===== src/design/mulPkg.sv =====
`default_nettype none

// types and constants shared by the multiply unit blocks
package mulPkg;

	// operand word
	typedef logic [31:0] word_t;
	// full product or formatted result
	typedef logic [63:0] dword_t;
	// one 16-bit lane of a partial product
	typedef logic [15:0] half_t;
	// destination register tag, passed through untouched
	typedef logic [4:0] regTag_t;

	// operation codes
	// codes 6 and 7 are undefined and come back as opError
	typedef enum logic [2:0] {
		// signed, low word sign-extended
		MUL_LS = 3'd0,
		// unsigned, low word zero-extended
		MUL_LU = 3'd1,
		// signed, high word sign-extended
		MUL_HS = 3'd2,
		// unsigned, high word zero-extended
		MUL_HU = 3'd3,
		// signed, full 64 bits
		MUL_WS = 3'd4,
		// unsigned, full 64 bits
		MUL_WU = 3'd5
	} mulOp_t;

	// which part of the product the formatter returns
	typedef enum logic [1:0] {
		SEL_LOW  = 2'd0,
		SEL_HIGH = 2'd1,
		SEL_WIDE = 2'd2
	} resSel_t;

	// register stages in mulCore after its input register
	localparam int CORE_LATENCY = 3;

	// issue cycle to result cycle
	localparam int UNIT_LATENCY = 5;

endpackage

`default_nettype wire


===== src/design/mulCore.sv =====
`timescale 1ns/1ps
`default_nettype none

module mulCore (
	input logic clock,
	input logic reset,
	input logic issue,
	input logic isSigned,
	input mulPkg::word_t srcA,
	input mulPkg::word_t srcB,
	output mulPkg::dword_t product
);
	import mulPkg::*;

	// input register
	word_t aReg;
	word_t bReg;
	// signedness of the op in the input register
	logic signed0;

	// halves widened to 32 bits for the stage 1 multipliers
	word_t aLoExt;
	word_t aHiExt;
	word_t bLoExt;
	word_t bHiExt;

	// stage 1 partial products
	// LL is lo*lo, HH is hi*hi, LH and HL are the cross terms
	word_t mulLL;
	word_t mulLH;
	word_t mulHL;
	word_t mulHH;
	// signedness of the op in stage 1
	logic signed1;

	// cross terms placed at bit 16 and widened to 64 bits
	dword_t crossA;
	dword_t crossB;
	dword_t crossSum;

	// stage 2 state
	// lanes 0..1 hold LL, lanes 2..3 hold HH
	half_t lane [0:3];
	dword_t crossReg;

	// operand extension and the cross-product add
	always_comb
	begin
		// low halves are always unsigned
		aLoExt = {16'h0000, aReg[15:0]};
		bLoExt = {16'h0000, bReg[15:0]};
		// high halves carry the operand sign for signed ops
		aHiExt = {{16{signed0 & aReg[31]}}, aReg[31:16]};
		bHiExt = {{16{signed0 & bReg[31]}}, bReg[31:16]};

		// a signed cross term fits 32 bits, so its top bit is its sign
		crossA = {{16{signed1 & mulLH[31]}}, mulLH, 16'h0000};
		crossB = {{16{signed1 & mulHL[31]}}, mulHL, 16'h0000};
		// first of the two 64-bit adds
		crossSum = crossA + crossB;
	end

	// operands load only on issue
	always_ff @(posedge clock)
	begin
		if (issue)
		begin
			aReg <= srcA;
			bReg <= srcB;
		end
	end

	// signedness rides along with each op
	// so mixed signed and unsigned ops can go back to back
	always_ff @(posedge clock)
	begin
		if (reset)
		begin
			signed0 <= 1'b0;
			signed1 <= 1'b0;
		end
		else
		begin
			if (issue)
				signed0 <= isSigned;
			signed1 <= signed0;
		end
	end

	// stage 1
	// products truncated to 32 bits
	// exact here since the signed cases fit a signed 32-bit word
	always_ff @(posedge clock)
	begin
		mulLL <= aLoExt * bLoExt;
		mulLH <= aLoExt * bHiExt;
		mulHL <= aHiExt * bLoExt;
		mulHH <= aHiExt * bHiExt;
	end

	// stage 2
	// LL and HH are split into lanes, the cross terms are summed
	always_ff @(posedge clock)
	begin
		lane[0] <= mulLL[15:0];
		lane[1] <= mulLL[31:16];
		lane[2] <= mulHH[15:0];
		lane[3] <= mulHH[31:16];
		crossReg <= crossSum;
	end

	// stage 3
	// second 64-bit add, lane vector plus cross sum
	// HH sits in the top word, its sign bits past 63 drop off mod 2^64
	always_ff @(posedge clock)
	begin
		product <= {lane[3], lane[2], lane[1], lane[0]} + crossReg;
	end

endmodule

`default_nettype wire


===== src/design/mulOpDecode.sv =====
`timescale 1ns/1ps
`default_nettype none

module mulOpDecode (
	input logic clock,
	input logic reset,
	input logic issue,
	input mulPkg::mulOp_t op,
	input mulPkg::regTag_t tag,
	output logic isSigned,
	output logic alignValid,
	output logic alignBad,
	output mulPkg::resSel_t alignSel,
	output logic alignSext,
	output mulPkg::regTag_t alignTag
);
	import mulPkg::*;

	// decoded fields of the current op
	logic opKnown;
	resSel_t opSel;
	logic opSext;

	// delay line, one entry per core stage plus the input register
	logic [CORE_LATENCY:0] validPipe;
	logic [CORE_LATENCY:0] badPipe;
	resSel_t selPipe [0:CORE_LATENCY];
	logic sextPipe [0:CORE_LATENCY];
	regTag_t tagPipe [0:CORE_LATENCY];

	// op decode into signedness, selection and code validity
	always_comb
	begin
		isSigned = 1'b0;
		opSel = SEL_WIDE;
		opSext = 1'b0;
		opKnown = 1'b1;
		case (op)
			MUL_LS:
			begin
				isSigned = 1'b1;
				opSel = SEL_LOW;
				opSext = 1'b1;
			end
			MUL_LU:
				opSel = SEL_LOW;
			MUL_HS:
			begin
				isSigned = 1'b1;
				opSel = SEL_HIGH;
				opSext = 1'b1;
			end
			MUL_HU:
				opSel = SEL_HIGH;
			MUL_WS:
				isSigned = 1'b1;
			MUL_WU:
				opSel = SEL_WIDE;
			// undefined code is flagged bad further down
			default:
				opKnown = 1'b0;
		endcase
	end

	// strobe delay line
	always_ff @(posedge clock)
	begin
		if (reset)
		begin
			validPipe <= '0;
			badPipe <= '0;
		end
		else
		begin
			validPipe <= {validPipe[CORE_LATENCY-1:0], issue & opKnown};
			badPipe <= {badPipe[CORE_LATENCY-1:0], issue & ~opKnown};
		end
	end

	// selection, extension and tag follow the strobes
	always_ff @(posedge clock)
	begin
		selPipe[0] <= opSel;
		sextPipe[0] <= opSext;
		tagPipe[0] <= tag;
		for (int i = 1; i <= CORE_LATENCY; i++)
		begin
			selPipe[i] <= selPipe[i-1];
			sextPipe[i] <= sextPipe[i-1];
			tagPipe[i] <= tagPipe[i-1];
		end
	end

	// last entry lines up with the core's product
	assign alignValid = validPipe[CORE_LATENCY];
	assign alignBad = badPipe[CORE_LATENCY];
	assign alignSel = selPipe[CORE_LATENCY];
	assign alignSext = sextPipe[CORE_LATENCY];
	assign alignTag = tagPipe[CORE_LATENCY];

endmodule

`default_nettype wire


===== src/design/mulResultFormat.sv =====
`timescale 1ns/1ps
`default_nettype none

module mulResultFormat (
	input logic clock,
	input logic reset,
	input mulPkg::dword_t product,
	input logic alignValid,
	input logic alignBad,
	input mulPkg::resSel_t alignSel,
	input logic alignSext,
	input mulPkg::regTag_t alignTag,
	output logic resultValid,
	output logic opError,
	output mulPkg::dword_t result,
	output mulPkg::regTag_t resultTag
);
	import mulPkg::*;

	// product after selection and extension
	dword_t selected;

	// pick the word and extend it
	// alignSext says signed or zero extension
	always_comb
	begin
		case (alignSel)
			SEL_WIDE:
				selected = product;
			SEL_LOW:
				selected = {{32{alignSext & product[31]}}, product[31:0]};
			SEL_HIGH:
				selected = {{32{alignSext & product[63]}}, product[63:32]};
			// unused selection code
			default:
				selected = '0;
		endcase
	end

	// output register
	// result and tag hold their value between strobes
	always_ff @(posedge clock)
	begin
		if (reset)
		begin
			resultValid <= 1'b0;
			opError <= 1'b0;
			result <= '0;
			resultTag <= '0;
		end
		else
		begin
			resultValid <= alignValid;
			opError <= alignBad;
			if (alignValid | alignBad)
			begin
				// a bad op returns zero but keeps its tag
				result <= alignBad ? '0 : selected;
				resultTag <= alignTag;
			end
		end
	end

endmodule

`default_nettype wire


===== src/design/mulUnit.sv =====
`timescale 1ns/1ps
`default_nettype none

module mulUnit (
	input logic clock,
	input logic reset,
	input logic issue,
	input mulPkg::mulOp_t op,
	input mulPkg::word_t srcA,
	input mulPkg::word_t srcB,
	input mulPkg::regTag_t tag,
	output logic resultValid,
	output logic opError,
	output mulPkg::dword_t result,
	output mulPkg::regTag_t resultTag
);
	import mulPkg::*;

	// decoder to core, valid in the issue cycle
	logic isSigned;

	// decoder to formatter, aligned with the product
	logic alignValid;
	logic alignBad;
	resSel_t alignSel;
	logic alignSext;
	regTag_t alignTag;

	// core to formatter
	dword_t product;

	// op decode and control delay line
	mulOpDecode i_mulOpDecode (
		.clock(clock),
		.reset(reset),
		.issue(issue),
		.op(op),
		.tag(tag),
		.isSigned(isSigned),
		.alignValid(alignValid),
		.alignBad(alignBad),
		.alignSel(alignSel),
		.alignSext(alignSext),
		.alignTag(alignTag)
	);

	// pipelined 32x32 multiplier
	mulCore i_mulCore (
		.clock(clock),
		.reset(reset),
		.issue(issue),
		.isSigned(isSigned),
		.srcA(srcA),
		.srcB(srcB),
		.product(product)
	);

	// selection, extension and output strobes
	mulResultFormat i_mulResultFormat (
		.clock(clock),
		.reset(reset),
		.product(product),
		.alignValid(alignValid),
		.alignBad(alignBad),
		.alignSel(alignSel),
		.alignSext(alignSext),
		.alignTag(alignTag),
		.resultValid(resultValid),
		.opError(opError),
		.result(result),
		.resultTag(resultTag)
	);

endmodule

`default_nettype wire


===== config.mk =====
export PLATFORM = sky130hd
export DESIGN_NAME = mulUnit
export DESIGN_NICKNAME = d
export VERILOG_FILES = /design/src/design/mulPkg.sv /design/src/design/mulCore.sv /design/src/design/mulOpDecode.sv /design/src/design/mulResultFormat.sv /design/src/design/mulUnit.sv
export SDC_FILE = /design/constraint.sdc
export NUM_CORES = 2
export LEC_CHECK = 0
export CELL_PAD_IN_SITES_DETAIL_PLACEMENT = 2
export CELL_PAD_IN_SITES_GLOBAL_PLACEMENT = 2
export CORE_ASPECT_RATIO = 0.8
export CORE_MARGIN = 2
export CORE_UTILIZATION = 46
export DETAILED_ROUTE_END_ITERATION = 7
export DONT_BUFFER_PORTS = 1
export GPL_TIMING_DRIVEN = 0
export PLACE_DENSITY_LB_ADDON = 0.15
export REMOVE_ABC_BUFFERS = 1
export SYNTH_ARGS = -nofsm -noshare
export SYNTH_HDL_FRONTEND = slang
export SYNTH_HIERARCHICAL = 1
export SYNTH_SLANG_ARGS = --single-unit

===== constraint.sdc =====
create_clock -name clock -period 16.18 [get_ports clock]
set_clock_uncertainty 0.1 [all_clocks]
set_input_delay 3.236 -clock clock [delete_from_list [all_inputs] [get_ports clock]]
set_output_delay 3.236 -clock clock [all_outputs]
set_load 0.05 [all_outputs]

==> impl_metrics.ini <==
[status]
outcome = complete, no violations

[timing]
relSlewSlack_pct = 3.424
worstMarginPinSlew_ps = 1449
hold_violations = 0
period_needed_ps = 8866
rsz0062_at_grt = false
setup_viol = 0
min_period_over_period_pct = 54.80
setup_tns_ps = 0
fmax_mhz = 112.8
slew_viol_final = 0

[global_routing]
grt_pass1_vias = 50080
grt_pass1_wl_um = 303100
antenna_found_initial = 14
grt_max_degree = 70
track_usage_pct = 32.70
grt.overflow.total = 0

[yosys]
synth_top_area_cell = fa_1
synthCells = 5829
synth.avg_cell_area_um2 = 9.411
ys_seq_area_share_pct = 18.21
synth_cell_types = 89
synth.top_cell.area_share_pct = 34.81
synth_edf_count = 64
synth.top_cells.by_area = fa_1 (35%), dfxtp_1 (15%), ha_1 (11%)
synth_warnings = 6
ys_seq_elements = 467
synthFlopType = dfxtp_1
synthArstFlopShare_pct = 0
synth.cell_area_um2 = 54860

[clocking]
cts_tree = yes
cts_setup_buffers = 0
cts_buffers = 51
cts-resized-gates = 0
clk_path_buf_depth = 3
cts_sinks = 467
cts.htree.levels = 2
postCtsHoldBufs = 0
clkLatencyLatePin_ps = 670
clk_pin_slew_ps = 70
root_buffer = clkbuf_16

[place]
dpl-instance-area_um2 = 58380
finalWeightedCongestion = 0.8202
io_buffer_count = 0
place_hpwl_um = 158200

[worst_setup_path]
worstPathMaxFanout = 19
cp-start-kind = register
arrival_ps = 9290
worstPathRequired_ps = 16600
r2r-start = i_mulCore/signed0$_SDFFE_PP0P_
path_class = register to register
regToRegEndpoint = i_mulCore/mulHH[29]$_DFF_P_
ff2ff_setup_slack_ps = 7310
rr_worst_depth = 22
cp-end-kind = register

[detailed_routing]
drc = 0
wl_um = 195300
ant_nets = 0
via_count = 40830
drt_first_pass_iters = 7
vias_per_cell = 5.575
drtIter0Drc = 2079
wl_per_cell_um = 26.67

[finish]
drive_gt1_share_pct = 4.909
post-route-cell-area_um2 = 60200
regArea_um2 = 9991
final_nets = 7221
area_growth_pct = 9.741
nFillCells = 12260
multi_input_area_um2 = 39150

[floorplan]
ios = 146
die_h_um = 312.9
core_area_um2 = 118500
die_width_um = 390.1
design.die.area_um2 = 122100
rows = 113
initial_utilization_pct = 46.30

[worst_hold_path]
hold_end = i_mulOpDecode/selPipe[3][0]$_DFF_P_
hold_depth = 0
hp-class = register to register
min-delay-start = i_mulOpDecode/selPipe[2][0]$_DFF_P_

[flow_run]
drv_cap = 0
[synthesized netlist by cell type (all sizes together), types with 6 or more instances]
master,count
nand3b,38
o21ai,125
a22o,32
a21oi,149
nor3,43
o31ai,10
xnor2,151
nand3,32
o21bai,14
or2,23
nor2,155
buf,29
edfxtp,64
and2,489
nand2,689
o211ai,14
nor2b,36
a221oi,37
and2b,6
or3,10
dfxtp,403
fa,954
xor2,42
inv,1254
ha,465
a211oi,15
and3,30
o21a,36
a22oi,34
clkbuf,228
a311oi,6
a21o,64
a31oi,18
a21boi,6
nand4,19
o311ai,8
nand2b,28
[critical path, stage by stage, from the launching register on]
cell	delay, ps
dfxtp_1	1230
and2_1	1050
nand2_1	300
inv_1	260
fa_1	500
fa_1	580
inv_1	80
fa_1	510
inv_1	60
fa_1	490
fa_1	500
inv_1	50
fa_1	480
inv_1	50
ha_1	410
nand3_1	100
or3_1	360
o21a_1	230
o31ai_1	700
nand2_1	200
o21ai_0	200
a21oi_1	110
xnor2_1	140
[worst max-delay path by stage]
| stage | start | to | slack (ps) |
|---|---|---|---|
| finish | i_mulCore/signed0$_SDFFE_PP0P_ | i_mulCore/mulHH[29]$_DFF_P_ | 7310 |
| CTS | i_mulCore/signed0$_SDFFE_PP0P_ | i_mulCore/mulHH[29]$_DFF_P_ | 7380 |
| floorplan | i_mulCore/aReg[31]$_DFFE_PP_ | i_mulCore/mulHL[30]$_DFF_P_ | 9350 |
| global route | i_mulCore/signed0$_SDFFE_PP0P_ | i_mulCore/mulHH[29]$_DFF_P_ | 6970 |
| detailed placement | i_mulCore/signed0$_SDFFE_PP0P_ | i_mulCore/mulHH[31]$_DFF_P_ | 7450 |
| global placement | i_mulCore/bReg[31]$_DFFE_PP_ | i_mulCore/mulLH[30]$_DFF_P_ | 5820 |
[metal layers]
layer | wire, um | up-vias | GRT usage [%]
li1 | - | 17600 | -
met3 | 7756 | 404 | 3.516
met2 | 98730 | 1020 | 58.00
met4 | 10460 | 2 | 15.38
met1 | 78340 | 21800 | 39.86
met5 | 20 | - | 0
[state kept, by name (all words and copies together) (netlist names), 4 cells and up]
| register | cells |
|---|---|
| i_mulOpDecode/selPipe | 8 |
| i_mulCore/aReg | 32 |
| i_mulResultFormat/result | 64 |
| i_mulCore/crossReg | 34 |
| i_mulCore/bReg | 32 |
| i_mulCore/lane | 64 |
| i_mulOpDecode/validPipe | 4 |
| i_mulCore/mulLH | 32 |
| i_mulCore/product | 64 |
| i_mulCore/mulLL | 32 |
| i_mulOpDecode/sextPipe | 4 |
| i_mulCore/mulHL | 32 |
| i_mulResultFormat/resultTag | 5 |
| i_mulCore/mulHH | 32 |
| i_mulOpDecode/tagPipe | 20 |
| i_mulOpDecode/badPipe | 4 |
[per-stage QoR]
| stage | util, % | std cells | worst slack [ps] | hold WS, ps |
|---|---|---|---|---|
| 2_1_floorplan | - | 5572 | 9346 | 209.6 |
| 3_3_place_gp | 47.08 | 7124 | 5820 | 210.2 |
| 3_5_place_dp | 49.27 | 7223 | 7454 | 213.2 |
| 4_1_cts | 50.74 | 7314 | 7383 | 220.4 |
| 5_1_grt | 50.81 | 7320 | 6966 | 229.8 |
| 6_report | 50.81 | 7323 | 7314 | 220.4 |
[cells by family after synthesis]
| logic type | after synthesis | share of synthesized area (%) |
|---|---|---|
| AO/OA/AOI/OAI | 616 | 8.074 |
| AND/OR/NAND/NOR | 1619 | 14.71 |
| flip-flops | 467 | 18.21 |
| adder cells (fa/ha/maj) | 1419 | 45.42 |
| XOR/XNOR | 193 | 3.081 |
| buffers and inverters | 1511 | 10.44 |
| multiplexers | 4 | 0.07299 |
[cells in the final DEF (no fill, tap or decap), types with 31 or more instances in the layout]
cell and n:
inv_1 1253, fa_1 954, nand2_1 688, and2_1 489
ha_1 465, dfxtp_1 402, nor2_1 153, xnor2_1 151
a21oi_1 148, o21ai_0 109, buf_16 89, edfxtp_1 64
a21o_1 63, clkbuf_16 52, xor2_1 42, nor3_1 40
nand3b_1 38, o21a_1 36, nor2b_1 35, a22oi_1 34
nand3_1 32, a22o_1 32, a221oi_2 31
[area by class of cell]
cell class / count / area share [%]
Sequential cell: 467 / 16.60
Clock inverter: 26 / 0.5383
Timing Repair Buffer: 102 / 4.418
Tap cell: 1552 / 3.226
Antenna cell: 6 / 0.02494
Clock buffer: 65 / 2.342
Multi-Input combinational cell: 3851 / 65.04
Inverter: 1254 / 7.819
Power is left out: the tool's default activity adds up to more than one toggle a clock period on the data nets, which glitch-free logic cannot reach.
